### src/include/readout_defines.svh
`ifndef READOUT_DEFINES_SVH
`define READOUT_DEFINES_SVH

// data paths
`define RO_BYTE_W       8
`define RO_ADDR_W       32

// tcp loopback fifo
`define RO_FIFO_DEPTH   2048
`define RO_FIFO_CNT_W   11
// receive window, bits above the fill count read as ones
`define RO_WC_W         16

// fmc input pins per connector
`define RO_FMC_LA_W     17
`define RO_FMC_HB_W     8

// test pattern and heartbeat
`define RO_PAT_BIT      2
`define RO_TICK_CYCLES  1000

// build identification
`define RO_SYN_DATE     32'hA5C3_0F71
`define RO_FPGA_VER     8'h11

// remote bus register map
`define RO_REG_DATE0    32'h0000_0000
`define RO_REG_VER      32'h0000_0004
`define RO_REG_DIPSW    32'h0000_0005
`define RO_REG_SCRATCH  32'h0000_0006
`define RO_REG_FMC0     32'h0000_0008
`define RO_REG_FMC1     32'h0000_000C

`endif

### src/readout_pkg.sv
`default_nettype none

`include "readout_defines.svh"

package readout_pkg;

  ////////////////////
  // payload types

  // one tcp or register data byte
  typedef logic [`RO_BYTE_W-1:0] byte_t;

  // remote bus address
  typedef logic [`RO_ADDR_W-1:0] rbcp_addr_t;

  // loopback fifo fill level
  typedef logic [`RO_FIFO_CNT_W-1:0] fifo_cnt_t;

  // captured fmc pins, la at the bottom, then hb, present flag on top
  typedef logic [`RO_FMC_LA_W+`RO_FMC_HB_W:0] fmc_in_t;

  // heartbeat tick divider
  typedef logic [$clog2(`RO_TICK_CYCLES)-1:0] tick_cnt_t;

endpackage

`default_nettype wire

### src/board_test_pattern.sv
`timescale 1ns/10ps
`default_nettype none

`include "readout_defines.svh"

module board_test_pattern (
  input  wire  clk125_int,
  input  wire  rst,
  output logic test_toggle_o,
  output logic heartbeat_led_o
);

  import readout_pkg::*;

  localparam tick_cnt_t TICK_LAST = tick_cnt_t'(`RO_TICK_CYCLES - 1);

  logic [`RO_PAT_BIT:0] pat_cnt_q;
  tick_cnt_t            tick_cnt_q;
  logic                 tick;
  logic                 led_q;

  ////////////////////
  // pattern counter

  // only bits up to the toggle bit are kept
  always_ff @(posedge clk125_int) begin
    if (rst) begin
      pat_cnt_q <= '0;
    end else begin
      pat_cnt_q <= pat_cnt_q + 1'b1;
    end
  end

  assign test_toggle_o = pat_cnt_q[`RO_PAT_BIT];

  ////////////////////
  // heartbeat

  assign tick = (tick_cnt_q == TICK_LAST);

  always_ff @(posedge clk125_int) begin
    if (rst) begin
      tick_cnt_q <= '0;
      led_q      <= 1'b0;
    end else begin
      // wrap on the tick
      tick_cnt_q <= tick ? '0 : tick_cnt_q + 1'b1;
      if (tick) begin
        led_q <= ~led_q;
      end
    end
  end

  assign heartbeat_led_o = led_q;

endmodule

`default_nettype wire

### config.mk
export PLATFORM = sky130hd
export DESIGN_NAME = board_test_pattern
export DESIGN_NICKNAME = d
export VERILOG_FILES = /design/src/readout_pkg.sv /design/src/board_test_pattern.sv
export VERILOG_INCLUDE_DIRS = /design/src /design/src/include
export SDC_FILE = /design/constraint.sdc
export NUM_CORES = 1
export LEC_CHECK = 0
export BUFFER_PORTS_ARGS = -buffer_cell sky130_fd_sc_hd__buf_2
export CORE_AREA = 3 3 40 42
export CTS_CLUSTER_SIZE = 40
export DETAILED_ROUTE_END_ITERATION = 10
export DIE_AREA = 0 0 43 45
export SYNTH_ARGS = -nofsm -noshare
export SYNTH_HDL_FRONTEND = slang
export SYNTH_SLANG_ARGS = --single-unit
### constraint.sdc
create_clock -name clk125_int -period 2.5 [get_ports clk125_int]
set_input_delay 0.5 -clock clk125_int [delete_from_list [all_inputs] [get_ports clk125_int]]
set_output_delay 0.5 -clock clk125_int [all_outputs]
set_load 0.005 [all_outputs]
== Yosys cells after proc, flatten, opt, wreduce, memory -nomap -nowiden ==
Cells that the tools add are included.
Word-level totals
  flip-flop bits (word level): 14
  logic and storage cells: 8
Cells by class
  $add $sub $neg: 2
  eq/ne operators: 1
  bitwise operators: 1
  reductions and logical operators: 1
Operator list (number)
  $add 10x1->10 const B: 1
  $eq 10x10->1 const B: 1
  $add 3x1->3 const B: 1
  $reduce_or 2->1: 1
  $not 1->1: 1

== Depth between registers and ports, before layout ==
  depth in word-level cells: 2
  gate-level depth with buffers: 5
  mapped depth without buffers: 5

== Least setup slack after synthesis ==
Ideal clock, no wire load.
  kind: register -> register
  start point: register tick_cnt_q[0]
  end point: register led_q (netlist: heartbeat_led_o)
  setup time: 0.070 ns
  arrival time: 1.292 ns
  setup slack: 1.138 ns
  stages on the path, launching flop included: 6
  path buffers: 0
  cell sequence: dfxtp_1 ha_1 and4bb_1 nand2_1 or3_1 a21oi_1
On the way
  word-level cells in the longest chain between the ends: 1
RTL lines
  start, declared: line board_test_pattern.sv:18  | tick_cnt_t tick_cnt_q;
  start signal, assigned: line board_test_pattern.sv:47  | tick_cnt_q <= tick ? '0 : tick_cnt_q + 1'b1;
  $eq 10x10->1: line board_test_pattern.sv:39  | assign tick = (tick_cnt_q == TICK_LAST);
  end signal, assigned: line board_test_pattern.sv:49  | led_q <= ~led_q;
  end, declared: line board_test_pattern.sv:20  | logic led_q;
Every way passes these cells.
A chain may end at the register's enable or synchronous reset.

== Worst setup path in the final report ==
  start point: register tick_cnt_q[0]
  end point: register tick_cnt_q[5]
On the way
  word-level cells in the longest chain between the ends: 2
  elaborated cells between the ends (all ways): 3
RTL lines
  branches (longest 2 deep; another with $add 10x1->10)
Several ways; the timed one is not identified.

==> results.yml <==
global_route:
  grt_overflow: 0
  use_met1_pct: 13.2
  grt_first_pass_wirelength_um: 1540
  grt_pass1_vias: 387
  grt_util_met3_pct: 2.39
  grt_use_met2_pct: 16.5
  track_usage_pct: 11.1
  grt_start_max_net_pins: 11
  antenna_found_initial: 0
  grt_busiest_layer: "met2"
clocking:
  clock_sinks: 14
  clk_pin_slew_ns: 0.08
  post_cts_resized: 0
  root_buffer: "clkbuf_4"
  cts_setup_buffers: 0
  tritoncts: "built"
  clock_path_buffers: 2
  cts_hold_buf: 0
  clock_latency_ns: 0.27
  h-tree-depth: 1
  cts_made_buffers: 3
route:
  vias_per_cell: 5.18
  wl_um: 927
  drc: 0
  drt-pass1-iter-count: 4
  drtAntennaViolNets: 0
  drt-wirelength-per-cell_um: 11.0
  vias: 435
  drt_iter0_markers: 6
logic_synthesis:
  synth_compound_area_share_pct: 7.03
  yosysWarnings: 0
  synth_seq_area_share_pct: 49.2
  synth_top_family_by_area: "simple AND/OR/NAND/NOR gates"
  synthSimpleGateAreaFrac_pct: 28.1
  synthMuxAreaShare_pct: 0
  ys_types: 20
  async_reset_ff_share_pct: 0
  synth.net_count: 67
  synthCells: 63
  synth_xor_area_share_pct: 9.23
  post_synth_instance_area_um2: 569
  synth_seq_cells: 14
  ys.flop_type: "dfxtp_1"
  synth_edf_count: 0
  synth_fa_ha_area_share_pct: 4.40
  syn_avg_cell_area_um2: 9.04
floorplanning:
  die_area_um2: 1940
  io_pins: 4
  start_util_pct: 44.3
  fp.dieH_um: 45
  coreArea_um2: 1280
  fp-row-count: 13
  fp.dieW_um: 43
worst_setup_path:
  end_kind: "flip-flop"
  cp_slowest_cell: "dfxtp_1"
  arrival_ns: 1.69
  path_class: "flip-flop to flip-flop"
  startpoint_type: "flip-flop"
  crit_chain: "ha_1, and4bb_1, nand2_1, o21bai_1, nor2_1"
  crit_path_max_fanout: 5
  required_ns: 2.66
  rr_worst_depth: 5
  slowest_delay_ns: 0.38
placement:
  place.gp.congestion: 0.770
  post-place-cells: 80
  post-dp-hpwl_um: 667
  io_buffers: 3
timing:
  report.final.slew_viol_count: 0
  rsz0062_at_grt: "no"
  clock_skew_ns: 0.00212
  fmaxAchievable_mhz: 654
  period_minus_slack_ns: 1.53
  maxSlewHeadroom_pct: 74.3
  finalHoldViolCount: 0
  finalSetupViolations: 0
  worstMarginPinSlew_ns: 0.385
  fin_tns_setup_ns: 0
  fin_crit_sh_pct: 61.1
pwr:
  seq_power_share_pct: 57.5
  pwr-share-clk_pct: 36.6
  cell_internal_pwr_mw: 0.337
  p_sw_share_pct: 21.4
  p_leak_nw: 0.232
  p_total_mw: 0.429
  power-per-cell-area_nw_per_um2: 674
  combinationalPowerShare_pct: 5.9
  irDropWorstVdd_mv: 0.368
  p_sw_mw: 0.0919
layout:
  instances_no_fill: 84
  nFillCells: 129
  diodes: 0
  drive_gt1_share_pct: 13.0
  finalNetCount: 74
  syn2layout_area_growth_pct: 11.6
hold_path:
  min_path_cells: 1
  hold_class: "flip-flop to flip-flop"
job:
  drv_cap: 0
run_status:
  status: "complete, no violations"
## power groups by stage
stage | Clock (mW) | Sequential, mW | Combinational, mW
floorplan | 0 | 0.250 | 0.0202
global placement | 0 | 0.251 | 0.0250
detailed placement | 0 | 0.252 | 0.0255
CTS | 0.166 | 0.246 | 0.0257
global route | 0.174 | 0.249 | 0.0287
finish | 0.157 | 0.246 | 0.0254
## worst max-delay path, delay by kind of cell (launching register included)
| kind | cells | cell delay [ns] |
|---|---|---|
| and+or+nand+nor | 3 | 0.44 |
| adders and majority gates | 1 | 0.25 |
| DFF | 1 | 0.38 |
| AOI/OAI and AO/OA | 1 | 0.35 |
## layout by cell type, fill, tap and decap left out
master	n
a21oi_1	3
a31oi_1	2
and4bb_1	1
buf_2	3
clkbuf_4	3
clkbuf_8	1
dfxtp_1	14
ha_1	2
inv_1	2
nand2_1	5
nand3_1	6
nand3_2	1
nand4_1	2
nor2_1	10
nor2b_1	1
nor3_1	1
o21ai_0	1
o21bai_1	1
or2_4	1
or3_1	3
xnor2_1	4
xor2_1	2
## flip-flops by register name (all words and copies together), names as in the netlist
register         cells
tick_cnt_q          10
heartbeat_led_o      1
pat_cnt_q            3
## synth_stat cells (2+ instances only)
cell | n | area share [%]
dfxtp_1 | 14 | 49
a31oi_1 | 2 | 2.2
a21oi_1 | 3 | 2.6
nand4_1 | 2 | 2.2
xor2_1 | 2 | 3.1
inv_1 | 2 | 1.3
nand2_1 | 5 | 3.3
nand3_1 | 6 | 5.3
xnor2_1 | 4 | 6.2
ha_1 | 2 | 4.4
nor2_1 | 10 | 6.6
or3_1 | 3 | 3.3
## cell type report
cell class / instances / area [um^2] / share of cell area [%]
Timing Repair Buffer: 3 / 15.0 / 2.36
Tap cell: 15 / 18.8 / 2.95
Inverter: 2 / 7.51 / 1.18
Sequential cell: 14 / 280 / 44.1
Multi-Input combinational cell: 46 / 278 / 43.7
Clock buffer: 4 / 36.3 / 5.71
## worst paths after layout
check | from | end | slack (ns)
worst max-delay path | tick_cnt_q[0] | tick_cnt_q[5] | 0.97
worst min-delay path | pat_cnt_q[0] | pat_cnt_q[0] | 0.42
worst max register to register | tick_cnt_q[0] | tick_cnt_q[5] | 0.97
worst min register to register | pat_cnt_q[0] | pat_cnt_q[0] | 0.42
## stage by stage
step / instance area [um^2] / utilization (%) / worst slack, ns / hold WS, ns
floorplan: 569 / - / 1.14 / 0.399
global placement: 599 / 46.6 / 1.06 / 0.412
detailed placement: 599 / 46.6 / 1.00 / 0.415
CTS: 636 / 49.5 / 0.982 / 0.427
global route: 636 / 49.5 / 0.844 / 0.452
finish: 636 / 49.5 / 0.972 / 0.421
## kinds of logic (layout without fill, tap and decap cells)
kind of cell	after synthesis	count (layout)
simple gates	31	31
flops	14	14
compound gates	7	7
xor+xnor	6	6
buf+inv	3	9
fa+ha+maj	2	2
## routing by layer
| layer | up-vias | part of all wire [%] |
|---|---|---|
| li1 | 228 | - |
| met1 | 200 | 51 |
| met2 | 5 | 46 |
| met3 | 2 | 2.2 |
| met4 | 0 | 1.1 |
| met5 | - | 0 |
Power figures use the tool's default switching activity.
