## src/include/readout_defines.svh

```systemverilog
`ifndef READOUT_DEFINES_SVH
`define READOUT_DEFINES_SVH

// data paths
`define RO_BYTE_W       8
`define RO_ADDR_W       32

// tcp loopback fifo
`define RO_FIFO_DEPTH   2048
`define RO_FIFO_CNT_W   11
// receive window, bits above the fill count read as ones
`define RO_WC_W         16

// fmc input pins per connector
`define RO_FMC_LA_W     17
`define RO_FMC_HB_W     8

// test pattern and heartbeat
`define RO_PAT_BIT      2
`define RO_TICK_CYCLES  1000

// build identification
`define RO_SYN_DATE     32'hA5C3_0F71
`define RO_FPGA_VER     8'h11

// remote bus register map
`define RO_REG_DATE0    32'h0000_0000
`define RO_REG_VER      32'h0000_0004
`define RO_REG_DIPSW    32'h0000_0005
`define RO_REG_SCRATCH  32'h0000_0006
`define RO_REG_FMC0     32'h0000_0008
`define RO_REG_FMC1     32'h0000_000C

`endif

```

## src/readout_pkg.sv

```systemverilog
`default_nettype none

`include "readout_defines.svh"

package readout_pkg;

  ////////////////////
  // payload types

  // one tcp or register data byte
  typedef logic [`RO_BYTE_W-1:0] byte_t;

  // remote bus address
  typedef logic [`RO_ADDR_W-1:0] rbcp_addr_t;

  // loopback fifo fill level
  typedef logic [`RO_FIFO_CNT_W-1:0] fifo_cnt_t;

  // captured fmc pins, la at the bottom, then hb, present flag on top
  typedef logic [`RO_FMC_LA_W+`RO_FMC_HB_W:0] fmc_in_t;

  // heartbeat tick divider
  typedef logic [$clog2(`RO_TICK_CYCLES)-1:0] tick_cnt_t;

endpackage

`default_nettype wire

```

## src/rbcp_reg_bank.sv

```systemverilog
`timescale 1ns/10ps
`default_nettype none

`include "readout_defines.svh"

module rbcp_reg_bank (
  input  wire                         clk125_int,
  input  wire                         rst,
  input  wire                         rbcp_act_i,
  input  wire readout_pkg::rbcp_addr_t rbcp_addr_i,
  input  wire                         rbcp_we_i,
  input  wire readout_pkg::byte_t     rbcp_wd_i,
  input  wire                         rbcp_re_i,
  input  wire readout_pkg::byte_t     dipsw_i,
  input  wire readout_pkg::fmc_in_t   fmc0_in_i,
  input  wire readout_pkg::fmc_in_t   fmc1_in_i,
  output logic                        rbcp_ack_o,
  output readout_pkg::byte_t          rbcp_rd_o
);

  import readout_pkg::*;

  localparam int         WORD_W       = 4 * `RO_BYTE_W;
  localparam rbcp_addr_t DATE_ADDR    = `RO_REG_DATE0;
  localparam rbcp_addr_t VER_ADDR     = `RO_REG_VER;
  localparam rbcp_addr_t DIPSW_ADDR   = `RO_REG_DIPSW;
  localparam rbcp_addr_t SCRATCH_ADDR = `RO_REG_SCRATCH;
  localparam rbcp_addr_t FMC0_ADDR    = `RO_REG_FMC0;
  localparam rbcp_addr_t FMC1_ADDR    = `RO_REG_FMC1;

  fmc_in_t           fmc0_meta_q;
  fmc_in_t           fmc0_sync_q;
  fmc_in_t           fmc1_meta_q;
  fmc_in_t           fmc1_sync_q;
  logic [WORD_W-1:0] fmc0_word;
  logic [WORD_W-1:0] fmc1_word;
  byte_t             scratch_q;
  byte_t             rd_mux;
  byte_t             rd_q;
  logic              ack_q;
  logic              wr_req;
  logic              rd_req;

  // byte idx of a 4-byte word, idx 0 at the bottom
  function automatic byte_t word_byte(input logic [WORD_W-1:0] word, input logic [1:0] idx);
    return word[idx*`RO_BYTE_W +: `RO_BYTE_W];
  endfunction

  ////////////////////
  // fmc pin capture

  // two stages, pins are asynchronous to clk125_int
  always_ff @(posedge clk125_int) begin
    fmc0_meta_q <= fmc0_in_i;
    fmc0_sync_q <= fmc0_meta_q;
    fmc1_meta_q <= fmc1_in_i;
    fmc1_sync_q <= fmc1_meta_q;
  end

  // unused top bits read 0
  assign fmc0_word = {{(WORD_W-$bits(fmc_in_t)){1'b0}}, fmc0_sync_q};
  assign fmc1_word = {{(WORD_W-$bits(fmc_in_t)){1'b0}}, fmc1_sync_q};

  ////////////////////
  // request decode

  // bus idle outside act
  assign wr_req = rbcp_act_i & rbcp_we_i;
  assign rd_req = rbcp_act_i & rbcp_re_i;

  always_comb begin
    rd_mux = '0;
    if (rbcp_addr_i[`RO_ADDR_W-1:2] == DATE_ADDR[`RO_ADDR_W-1:2]) begin
      // date goes out msb first
      rd_mux = word_byte(`RO_SYN_DATE, ~rbcp_addr_i[1:0]);
    end else if (rbcp_addr_i == VER_ADDR) begin
      rd_mux = `RO_FPGA_VER;
    end else if (rbcp_addr_i == DIPSW_ADDR) begin
      rd_mux = dipsw_i;
    end else if (rbcp_addr_i == SCRATCH_ADDR) begin
      rd_mux = scratch_q;
    end else if (rbcp_addr_i[`RO_ADDR_W-1:2] == FMC0_ADDR[`RO_ADDR_W-1:2]) begin
      rd_mux = word_byte(fmc0_word, rbcp_addr_i[1:0]);
    end else if (rbcp_addr_i[`RO_ADDR_W-1:2] == FMC1_ADDR[`RO_ADDR_W-1:2]) begin
      rd_mux = word_byte(fmc1_word, rbcp_addr_i[1:0]);
    end
  end

  // scratch is the only writable byte, other writes just get acked
  always_ff @(posedge clk125_int) begin
    if (rst) begin
      scratch_q <= '0;
      ack_q     <= 1'b0;
    end else begin
      if (wr_req && rbcp_addr_i == SCRATCH_ADDR) begin
        scratch_q <= rbcp_wd_i;
      end
      ack_q <= wr_req | rd_req;
    end
  end

  // read byte lines up with the ack
  always_ff @(posedge clk125_int) begin
    if (rd_req) begin
      rd_q <= rd_mux;
    end
  end

  assign rbcp_ack_o = ack_q;
  assign rbcp_rd_o  = rd_q;

  // stack never issues read and write at once
  a_we_re_excl: assert property (@(posedge clk125_int) disable iff (rst)
    !(rbcp_we_i && rbcp_re_i))
    else $error("rbcp we and re asserted together");

endmodule

`default_nettype wire

```

## config.mk

```make
export PLATFORM = sky130hd
export DESIGN_NAME = rbcp_reg_bank
export DESIGN_NICKNAME = d
export VERILOG_FILES = /design/src/readout_pkg.sv /design/src/rbcp_reg_bank.sv
export VERILOG_INCLUDE_DIRS = /design/src /design/src/include
export SDC_FILE = /design/constraint.sdc
export NUM_CORES = 1
export LEC_CHECK = 0
export BUFFER_PORTS_ARGS = -buffer_cell sky130_fd_sc_hd__buf_2
export CORE_MARGIN = 3
export CORE_UTILIZATION = 45
export DETAILED_ROUTE_END_ITERATION = 16
export PLACE_DENSITY = 0.76
export SLEW_MARGIN = 40
export SYNTH_ARGS = -nofsm -noshare
export SYNTH_HDL_FRONTEND = slang
export SYNTH_SLANG_ARGS = --single-unit
```

## constraint.sdc

```tcl
create_clock -name clk125_int -period 2 [get_ports clk125_int]
set_clock_uncertainty 0.2 [all_clocks]
set_input_delay 0.2 -clock clk125_int [delete_from_list [all_inputs] [get_ports clk125_int]]
set_output_delay 0.2 -clock clk125_int [all_outputs]
set_load 0.1 [all_outputs]
```

# == Word level (Yosys, flattened, before mapping) ==
# Cells that the tools add are included.
# op_classes
eq_ne,5
n_shift,3
n_mux,6
n_bitwise,4
reduce_logical,2
# ops
operator,n
"== test 32 x 3 -> 1 bit, second input constant",3
variable part select 32 x 6 -> 8 bit,2
"== test 30 x 2 -> 1 bit, second input constant",2
2-to-1 mux 8 bit,6
"variable part select 32 x 6 -> 8 bit, first input constant",1
logical NOT 30 bit,1
bitwise AND 1 bit,2
inverter 2 bit,1
logical AND 1 bit,1
bitwise OR 1 bit,1
# totals
reg_bits,121
inputBits,105
output_inout_bits,9
word_cells,27

# == Logic depth before layout (Yosys ltp) ==
# Gate-level depths: netlist (run 1).
# depth
word_depth,7
mapped_depth,9
ltp_nobuf,6

# == Worst setup path after synthesis (run 1) ==
# OpenSTA, ideal clock, no wires.
# synth_path
path_kind,input-to-reg
startpoint,input rbcp_addr_i[1]
endpoint,register rd_q[5] (netlist: rbcp_rd_o[5]) (data pin)
setup_ps,266
arrival_time_ps,1518
t_required_ps,1534
setup_slack_ps,16
path_stages,8
path_buffers,3
cell_sequence,buf_4 -> buf_2 -> inv_1 -> ha_1 -> clkbuf_1 -> o21ai_0 -> a221oi_1 -> nor3_1
# synth_via
elab_chain_cells,7
word_cells_on_any_way,13
cone_classes,eq/ne (3); shift (3); mux (6); bitwise (1)
# synth_lines
element,line_no,text
start: declaration,rbcp_reg_bank.sv:10,"input wire readout_pkg::rbcp_addr_t rbcp_addr_i,"
variable part select 32 x 6 -> 8 bit,rbcp_reg_bank.sv:46,return word[idx*`RO_BYTE_W +: `RO_BYTE_W];
2-to-1 mux 8 bit,rbcp_reg_bank.sv:84,end else if (rbcp_addr_i[`RO_ADDR_W-1:2] == FMC1_ADDR[`RO_ADDR_W-1:2]) begin
2-to-1 mux 8 bit,rbcp_reg_bank.sv:82,end else if (rbcp_addr_i[`RO_ADDR_W-1:2] == FMC0_ADDR[`RO_ADDR_W-1:2]) begin
2-to-1 mux 8 bit,rbcp_reg_bank.sv:80,end else if (rbcp_addr_i == SCRATCH_ADDR) begin
2-to-1 mux 8 bit,rbcp_reg_bank.sv:78,end else if (rbcp_addr_i == DIPSW_ADDR) begin
2-to-1 mux 8 bit,rbcp_reg_bank.sv:76,end else if (rbcp_addr_i == VER_ADDR) begin
2-to-1 mux 8 bit (*),rbcp_reg_bank.sv:73,if (rbcp_addr_i[`RO_ADDR_W-1:2] == DATE_ADDR[`RO_ADDR_W-1:2]) begin
net rd_mux[5],rbcp_reg_bank.sv:38,byte_t rd_mux;
end signal: assignment,rbcp_reg_bank.sv:105,rd_q <= rd_mux;
end: declaration,rbcp_reg_bank.sv:39,byte_t rd_q;
# Mark *: on every way through the listed nets, which the timed path passes. The rest lies on a longest branch.
# A chain may end at the register's enable or synchronous reset.

# == Final worst setup path (run 1) ==
# layout_path
startpoint,input rbcp_act_i
endpoint,register scratch_q[6]
# layout_via
elab_chain_cells,2
# layout_lines
element,line_no,text
start: declaration,rbcp_reg_bank.sv:9,"input wire rbcp_act_i,"
bitwise AND 1 bit,rbcp_reg_bank.sv:68,assign wr_req = rbcp_act_i & rbcp_we_i;
logical AND 1 bit,rbcp_reg_bank.sv:95,if (wr_req && rbcp_addr_i == SCRATCH_ADDR) begin
end signal: assignment,rbcp_reg_bank.sv:96,scratch_q <= rbcp_wd_i;
end: declaration,rbcp_reg_bank.sv:37,byte_t scratch_q;
# Every way passes these cells.

==> results of run 1 <==
## worst max path at each step
stage                   start                         to  slack (ns)  depth (start not counted)
5_1_grt            rbcp_act_i  scratch_q[6]$_SDFFE_PP0P_       -0.02                          7
4_1_cts        rbcp_addr_i[0]  scratch_q[7]$_SDFFE_PP0P_        0.05                          8
2_1_floorplan  rbcp_addr_i[1]     rbcp_rd_o[5]$_DFFE_PP_        0.02                          8
6_report           rbcp_act_i  scratch_q[6]$_SDFFE_PP0P_        0.06                          7
3_3_place_gp   rbcp_addr_i[1]     rbcp_rd_o[2]$_DFFE_PP_       -0.04                          7
3_5_place_dp   rbcp_addr_i[1]     rbcp_rd_o[2]$_DFFE_PP_       -0.03                          7
## kinds of logic (layout without fill, tap and decap cells)
family	count (synthesis)	count (layout)	share of synthesized area, %
AO/OA/AOI/OAI	42	42	8.29
adder cells (fa/ha/maj)	4	4	1.39
buffers and inverters	17	237	1.99
flip-flops	121	121	69.7
multiplexers	23	23	7.98
other	0	1	0
AND/OR/NAND/NOR	63	63	10.7
## worst min-delay path, delay by kind of cell
| kind | cells | cell delay [ns] |
|---|---|---|
| AOI/OAI and AO/OA | 1 | 0.06 |
| buffers and inverters | 1 | 0.20 |
| and+or+nand+nor | 1 | 0.09 |
## metrics by stage
step / power, mW / TNS (ns) / util (%)
2_1_floorplan: 2.77 / 0 / -
3_3_place_gp: 2.92 / -0.0423 / 57.5
3_5_place_dp: 2.93 / -0.0331 / 57.5
4_1_cts: 6.04 / 0 / 76.1
5_1_grt: 6.21 / -0.0193 / 76.2
6_report: 6.02 / 0 / 76.2
## power by group
group / switching, mW / total, mW / internal (mW) / leakage [nW]
clock network: 1.08 / 3.01 / 1.94 / 0.284
registers: 0.0328 / 2.58 / 2.55 / 1.04
logic: 0.176 / 0.417 / 0.241 / 1.16
## metal layers
metal | up-vias | routed length [µm]
li1 | 1377 | -
met1 | 1253 | 3620
met2 | 126 | 4680
met3 | 19 | 690
met4 | 0 | 210
met5 | - | 0
## placed cells by master, fill, tap and decap left out, types with 4 or more instances in the layout
master / netlist / final
dfxtp_1: 113 / 113
buf_2: 3 / 113
dlygate4sd3_1: 0 / 79
nand2b_1: 17 / 17
clkbuf_16: 0 / 16
mux2i_1: 14 / 14
nand2_1: 12 / 12
a21oi_1: 8 / 8
buf_4: 1 / 8
edfxtp_1: 8 / 8
o21ai_0: 7 / 7
nor2_1: 6 / 6
nor2b_1: 5 / 5
nand3_1: 5 / 5
a221oi_1: 5 / 5
mux2_1: 4 / 4
nor4_2: 4 / 4
o2bb2ai_1: 4 / 4
mux4_2: 4 / 4
## what timing repair did
| item | 4_1_cts | 5_1_grt |
|---|---|---|
| endpoints found under the hold margin | 62 | 0 |
| hold buffers | 79 | 0 |
| gates resized for setup | 0 | 1 |
| endpoints found under the setup margin | 0 | 8 |
## state kept, by name, summed over array words and instances (netlist names)
register / count
fmc0_meta_q: 26
fmc0_sync_q: 26
fmc1_meta_q: 26
scratch_q: 8
fmc1_sync_q: 26
rbcp_ack_o: 1
rbcp_rd_o: 8
## final cells by class
type,instances,area [µm²],share of cell area (%)
Clock buffer,18,428,7.50
Multi-Input combinational cell,132,1020,17.9
Timing Repair Buffer,201,1440,25.2
Sequential cell,121,2500,43.9
Antenna cell,1,2.50,0.0439
Clock inverter,13,170,2.98
Inverter,5,18.8,0.329
Tap cell,99,124,2.17
==> impl_metrics.tcl, run 1 <==
set metrics [dict create \
    outcome "complete, no violations" \
    fmax_mhz 514 \
    ys_async_sr_fraction_pct 0 \
    wl_per_cell_um 15.6 \
    met1_usage_pct 24.1 \
    min_to "rbcp_rd_o[1]$_DFFE_PP_" \
    ant_nets 0 \
    area_delta_synth_final_pct 58.8 \
    met2_usage_pct 36.9 \
    vias_per_cell 4.70 \
    arrival_ns 2.18 \
    synth_warnings 0 \
    place_ws_ns -0.0331 \
    grtUsageTotal_pct 21.6 \
    synth_ff_type "dfxtp_1" \
    clk_pin_slew_ns 0.05 \
    holdPathStages 3 \
    antenna_found_initial 1 \
    drv_cap 0 \
    grt_max_degree 18 \
    vias 2775 \
    worstPathMaxFanout 8 \
    pin_count 114 \
    peakVddDrop_mv 0.966 \
    power.density_nw_per_um2 1050 \
    slowest_delay_ns 0.57 \
    syn_area_um2 3590 \
    p_leak_nw 2.48 \
    drc 0 \
    overflow 0 \
    yosysTopAreaCell "dfxtp_1" \
    drt_iter0_drc 126 \
    hpwlAfterDp_mm 5.27 \
    drt-pass1-iter-count 4 \
    fp.dieArea_um2 9090 \
    fp.dieH_um 95.3 \
    crit_chain "dlygate4sd3_1 > buf_2 > nand4_1 > nor4_4 > buf_12 > mux2i_1 > dlygate4sd3_1" \
    critPathSlowestCell "dlygate4sd3_1" \
    path_buf_inv 4 \
    met3_usage_pct 6.79 \
    dpl_cell_area_um2 4310 \
    placement_rows 31 \
    critPathTopFamily "buffers and inverters" \
    synth_most_common_cell "dfxtp_1" \
    synth-edff-count 8 \
    yosysTopAreaCellShare_pct 63.0 \
    numCtsBuffers 17 \
    finalMaxSlewViolations 0 \
    top_usage_layer "met2" \
    synth.yosys.seq_area_share_pct 69.7 \
    crit_required_ns 2.24 \
    finalHoldViolCount 0 \
    start_util_pct 48.0 \
    cts_tree "built" \
    worst-r2r-cell-count 4 \
    fin_crit_ns 1.94 \
    place_congestion 0.848 \
    clock_path_buffers 2 \
    synthTopCellsByArea "dfxtp_1 63%, edfxtp_1 6.7%, mux2i_1 3.9%, nand2b_1 3.0%, mux4_2 2.5%" \
    cts_htree_levels 4 \
    clockRootBuffer "clkbuf_8" \
    nets 587 \
    synth_cells 270 \
    hold_start "rbcp_addr_i[3]" \
    clock_sinks 121 \
    post-route-period-util_pct 97.2 \
    synth_area_per_cell_um2 13.3 \
    start_kind "primary input" \
    clk_latency_ns 0.51 \
    portBuffers 113 \
    stdcell_area_um2 5700 \
    ys_types 44 \
    endpoint_kind "flop" \
    post_cts_buffers 0 \
    slew_headroom_pct 65.7 \
    core-area_um2 7490 \
    drt-total-wl_mm 9.20 \
    yosys-top-cells-count "113 x dfxtp_1, 17 x nand2b_1, 14 x mux2i_1" \
    place_inst 479 \
    setup_viol 0 \
    fill_cells 458 \
    final_cells 590 \
    synth_nets 379 \
    r2r_end "rbcp_rd_o[6]$_DFFE_PP_" \
    crit_type "primary input to flop" \
    crit_path_frequent_cell "dlygate4sd3_1" \
    grt_pass1_wl_mm 14.4 \
    reg2reg_slack_ns 0.38 \
    tightest_slew_ns 0.501 \
    hp-class "primary input to flop" \
    timing.hold.ws_ns 0.0369 \
    worstReg2RegStart "fmc1_sync_q[22]$_DFF_P_" \
    rsz0062_at_grt "true" \
    layout-drive-gt1-share_pct 33.9 \
    ys_ff_latch 121 \
    finalWorstSetupSlack_ns 0.0551 \
    die_w_um 95.3 \
    grt_pass1_vias 2985 \
]
No activity file was read; power rests on OpenSTA's default activity.
==> run 2, diff against run 1 <==
--- a/config.mk
+++ b/config.mk
@@ -7,6 +7,7 @@
 export NUM_CORES = 1
 export LEC_CHECK = 0
 export BUFFER_PORTS_ARGS = -buffer_cell sky130_fd_sc_hd__buf_2
+export CORE_ASPECT_RATIO = 0.75
 export CORE_MARGIN = 3
 export CORE_UTILIZATION = 45
 export DETAILED_ROUTE_END_ITERATION = 16
==> constraint.sdc (replaced) <==
create_clock -name clk125_int -period 2 [get_ports clk125_int]
set_clock_uncertainty 0.2 [all_clocks]
set_input_delay 0.5 -clock clk125_int [delete_from_list [all_inputs] [get_ports clk125_int]]
set_output_delay 0.5 -clock clk125_int [all_outputs]
set_load 0.1 [all_outputs]
==> impl_metrics.tcl, run 2 (same netlist as run 1, synthesis figures left out) <==
set metrics [dict create \
    clock_path_buffers 2 \
    portBuffers 113 \
    post-route-period-util_pct 97.3 \
    clk_pin_slew_ns 0.06 \
    place_inst 496 \
    drc 0 \
    nets 575 \
    slew_headroom_pct 67.4 \
    clock_sinks 121 \
    place_ws_ns -0.298 \
    n_antenna_cell 0 \
    dpl_cell_area_um2 4490 \
    area_delta_synth_final_pct 57.2 \
    place_congestion 0.825 \
    crit_type "flop to primary output" \
    ant_nets 0 \
    grt_max_degree 18 \
    start_kind "flop" \
    final_cells 580 \
    core-area_um2 7530 \
    worstPathMaxFanout 1 \
    setup_viol 0 \
    hpwlAfterDp_mm 5.70 \
    layout-drive-gt1-share_pct 38.2 \
    fin_crit_ns 1.95 \
    tightest_slew_ns 0.476 \
    overflow 0 \
    crit_chain "buf_2" \
    placement_rows 27 \
    cts_tree "built" \
    vias 2802 \
    die_w_um 109 \
    pin_count 114 \
    stdcell_area_um2 5650 \
    outcome "complete, no violations" \
    post_cts_buffers 0 \
    drt-pass1-iter-count 4 \
    critPathSlowestCell "buf_2" \
    finalWorstSetupSlack_ns 0.0537 \
    finalHoldViolCount 0 \
    power.density_nw_per_um2 1090 \
    antenna_found_initial 0 \
    cts_htree_levels 4 \
    vias_per_cell 4.83 \
    slowest_delay_ns 0.42 \
    fill_cells 490 \
    clk_latency_ns 0.51 \
    critPathTopFamily "buffers and inverters" \
    final_cell_mix "113 x dfxtp_1, 108 x buf_2, 52 x dlygate4sd3_1" \
    start_util_pct 47.7 \
    clockRootBuffer "clkbuf_8" \
    grt_pass1_vias 3072 \
    fp.dieArea_um2 9100 \
    path_buf_inv 1 \
    endpoint_kind "primary output" \
    fp.dieH_um 83.4 \
    grt_pass1_wl_mm 14.3 \
    layout_commonest_cell "dfxtp_1" \
    rsz0062_at_grt "false" \
    peakVddDrop_mv 0.763 \
    crit_required_ns 1.30 \
    numCtsBuffers 17 \
    drv_cap 0 \
    wl_per_cell_um 16.0 \
    hp-class "primary input to flop" \
    drt_iter0_drc 118 \
    arrival_ns 1.25 \
    drt-total-wl_mm 9.28 \
    finalMaxSlewViolations 0 \
    grtUsageTotal_pct 21.1 \
    p_leak_nw 2.46 \
    fmax_mhz 514 \
]
[run 2: power breakdown]
group          internal [mW]  switching [mW]  total, mW
logic                  0.242           0.186      0.428
clock network           2.01            1.15       3.16
registers               2.55          0.0334       2.58
[run 2: worst paths after layout]
kind	cells after the start	endpoint	startpoint	slack (ns)
hold / removal	3	scratch_q[2]$_SDFFE_PP0P_	rbcp_wd_i[2]	0.06
hold reg to reg	0	fmc0_sync_q[0]$_DFF_P_	fmc0_meta_q[0]$_DFF_P_	0.12
setup reg to reg	4	rbcp_rd_o[4]$_DFFE_PP_	fmc0_sync_q[20]$_DFF_P_	0.36
setup / recovery	1	rbcp_rd_o[3]	rbcp_rd_o[3]$_DFFE_PP_	0.05
[run 2: per-layer routing]
layer  share of wire, %  global-route usage [%]  vias to the layer above
li1                   -                       -                     1358
met3                7.2                    7.54                       10
met5                  0                       0                        -
met2                 52                    38.4                      125
met4                1.1                    7.22                        0
met1                 40                    22.3                     1309
[run 2: area by class of cell]
| class | count | area, µm² | share of cell area (%) |
|---|---|---|---|
| clock buffers | 19 | 443 | 7.85 |
| clock inverters | 13 | 181 | 3.21 |
| inverters | 5 | 31.3 | 0.554 |
| multi-input cells | 132 | 1040 | 18.5 |
| flip-flops and latches | 121 | 2500 | 44.3 |
| well taps | 101 | 126 | 2.24 |
| repair buffers | 189 | 1320 | 23.3 |
[run 2: metrics by stage]
stage	util, %	TNS, ns	hold WS [ns]	total power, mW
finish	74.9	0	0.0582	6.17
CTS	74.8	0	0.0389	6.20
global route	74.9	0	0.0522	6.36
floorplan	-	-0.0201	0.110	2.78
detailed placement	59.6	-2.73	0.112	2.97
global placement	59.6	-2.06	0.112	2.96
[run 2: repair_timing]
action,in CTS,in global routing
hold buffers,52,0
hold endpoints to repair,52,0
endpoints found under the setup margin,2,3
gates resized for setup,2,3
==> run 3, diff against run 2 <==
--- a/config.mk
+++ b/config.mk
@@ -9,9 +9,9 @@
 export BUFFER_PORTS_ARGS = -buffer_cell sky130_fd_sc_hd__buf_2
 export CORE_ASPECT_RATIO = 0.75
 export CORE_MARGIN = 3
-export CORE_UTILIZATION = 45
+export CORE_UTILIZATION = 40
 export DETAILED_ROUTE_END_ITERATION = 16
-export PLACE_DENSITY = 0.76
+export PLACE_DENSITY = 0.69
 export SLEW_MARGIN = 40
 export SYNTH_ARGS = -nofsm -noshare
 export SYNTH_HDL_FRONTEND = slang
==> impl_metrics.tcl, run 3 (same netlist as run 1, synthesis figures left out) <==
set metrics [dict create \
    fp.dieH_um 88.1 \
    ant_nets 0 \
    post-route-period-util_pct 94.0 \
    placement_rows 29 \
    worstReg2RegStart "fmc0_sync_q[20]$_DFF_P_" \
    grtUsageTotal_pct 18.7 \
    n_antenna_cell 0 \
    p_leak_nw 2.43 \
    total_power_mw 6.13 \
    crit_required_ns 1.30 \
    numCtsBuffers 17 \
    hold_start "fmc0_meta_q[17]$_DFF_P_" \
    place_congestion 0.852 \
    reg2reg_slack_ns 0.41 \
    critPathSlowestCell "buf_2" \
    fin_crit_ns 1.88 \
    start_kind "flop" \
    cts_tree "built" \
    clk_latency_ns 0.41 \
    slew_headroom_pct 67.5 \
    cts_htree_levels 4 \
    peakVddDrop_mv 0.997 \
    tightest_slew_ns 0.490 \
    endpoint_kind "primary output" \
    finalHoldViolCount 0 \
    fp.dieArea_um2 10200 \
    grt_max_degree 18 \
    post_cts_buffers 0 \
    finalWorstSetupSlack_ns 0.119 \
    arrival_ns 1.18 \
    grt_pass1_vias 2785 \
    start_util_pct 41.8 \
    setup_viol 0 \
    drt_iter0_drc 98 \
    hp-class "flop to flop" \
    critPathTopFamily "buffers and inverters" \
    crit_type "flop to primary output" \
    fmax_mhz 532 \
    rsz0062_at_grt "false" \
    wl_per_cell_um 15.2 \
    grt_pass1_wl_mm 13.7 \
    core-area_um2 8600 \
    drt-pass1-iter-count 4 \
    vias_per_cell 4.63 \
    worstPathMaxFanout 1 \
    pin_count 114 \
    nets 569 \
    slowest_delay_ns 0.43 \
    clk_pin_slew_ns 0.05 \
    clockRootBuffer "clkbuf_16" \
    outcome "complete, no violations" \
    finalMaxSlewViolations 0 \
    overflow 0 \
    final_cell_mix "113 x dfxtp_1, 113 x buf_2, 52 x dlygate4sd3_1" \
    vias 2683 \
    clock_path_buffers 2 \
    die_w_um 115 \
    area_delta_synth_final_pct 56.0 \
    path_buf_inv 1 \
    clock_sinks 121 \
    drv_cap 0 \
    layout-drive-gt1-share_pct 37.4 \
    hpwlAfterDp_mm 5.82 \
    drt-total-wl_mm 8.83 \
    portBuffers 113 \
    cp-startpoint "rbcp_rd_o[7]$_DFFE_PP_" \
    antenna_found_initial 0 \
    drc 0 \
    power.density_nw_per_um2 1090 \
    place_ws_ns -0.209 \
    crit_chain "buf_2" \
]
## run 3: what timing repair did
item / 4_1_cts / 5_1_grt
endpoints found under the hold margin: 52 / 0
resized for setup: 0 / 0
hold buffers: 52 / 0
## run 3: final timing paths
check,end,cells past startpoint
setup / recovery,rbcp_rd_o[7],1
hold reg to reg,fmc0_sync_q[17]$_DFF_P_,0
setup reg to reg,rbcp_rd_o[4]$_DFFE_PP_,4
hold / removal,fmc0_sync_q[17]$_DFF_P_,0
## run 3: cell type report
class | instances | area (µm²)
Clock inverter | 10 | 140
Tap cell | 108 | 135
Multi-Input combinational cell | 132 | 1040
Fill cell | 652 | 3000
Clock buffer | 20 | 478
Timing Repair Buffer | 183 | 1270
Inverter | 5 | 31.3
Sequential cell | 121 | 2500
## run 3: stage by stage
step                util, %  hold WS, ns  setup TNS, ns  cells  cell area, µm²
finish                 65.2        0.123              0    579            5600
global route           65.2        0.123              0    579            5600
CTS                    65.2        0.121              0    579            5600
detailed placement     51.9        0.112          -2.73    497            4460
global placement       51.9        0.112          -2.22    497            4460
floorplan                 -        0.110        -0.0201    270            3660
## run 3: where the power goes
| group | internal, mW | switching (mW) | total, mW |
|---|---|---|---|
| clock network | 2.09 | 1.04 | 3.13 |
| registers | 2.55 | 0.0315 | 2.58 |
| logic | 0.238 | 0.179 | 0.417 |
## run 3: routing by layer
metal / routed length, µm / track usage (%) / up-vias / part of all wire [%]
met5: 0 / 0 / - / 0
met4: 105 / 6.40 / 0 / 1.2
met3: 729 / 8.70 / 11 / 8.3
met2: 4250 / 31.2 / 120 / 48
met1: 3750 / 21.3 / 1209 / 42
li1: - / - / 1343 / -
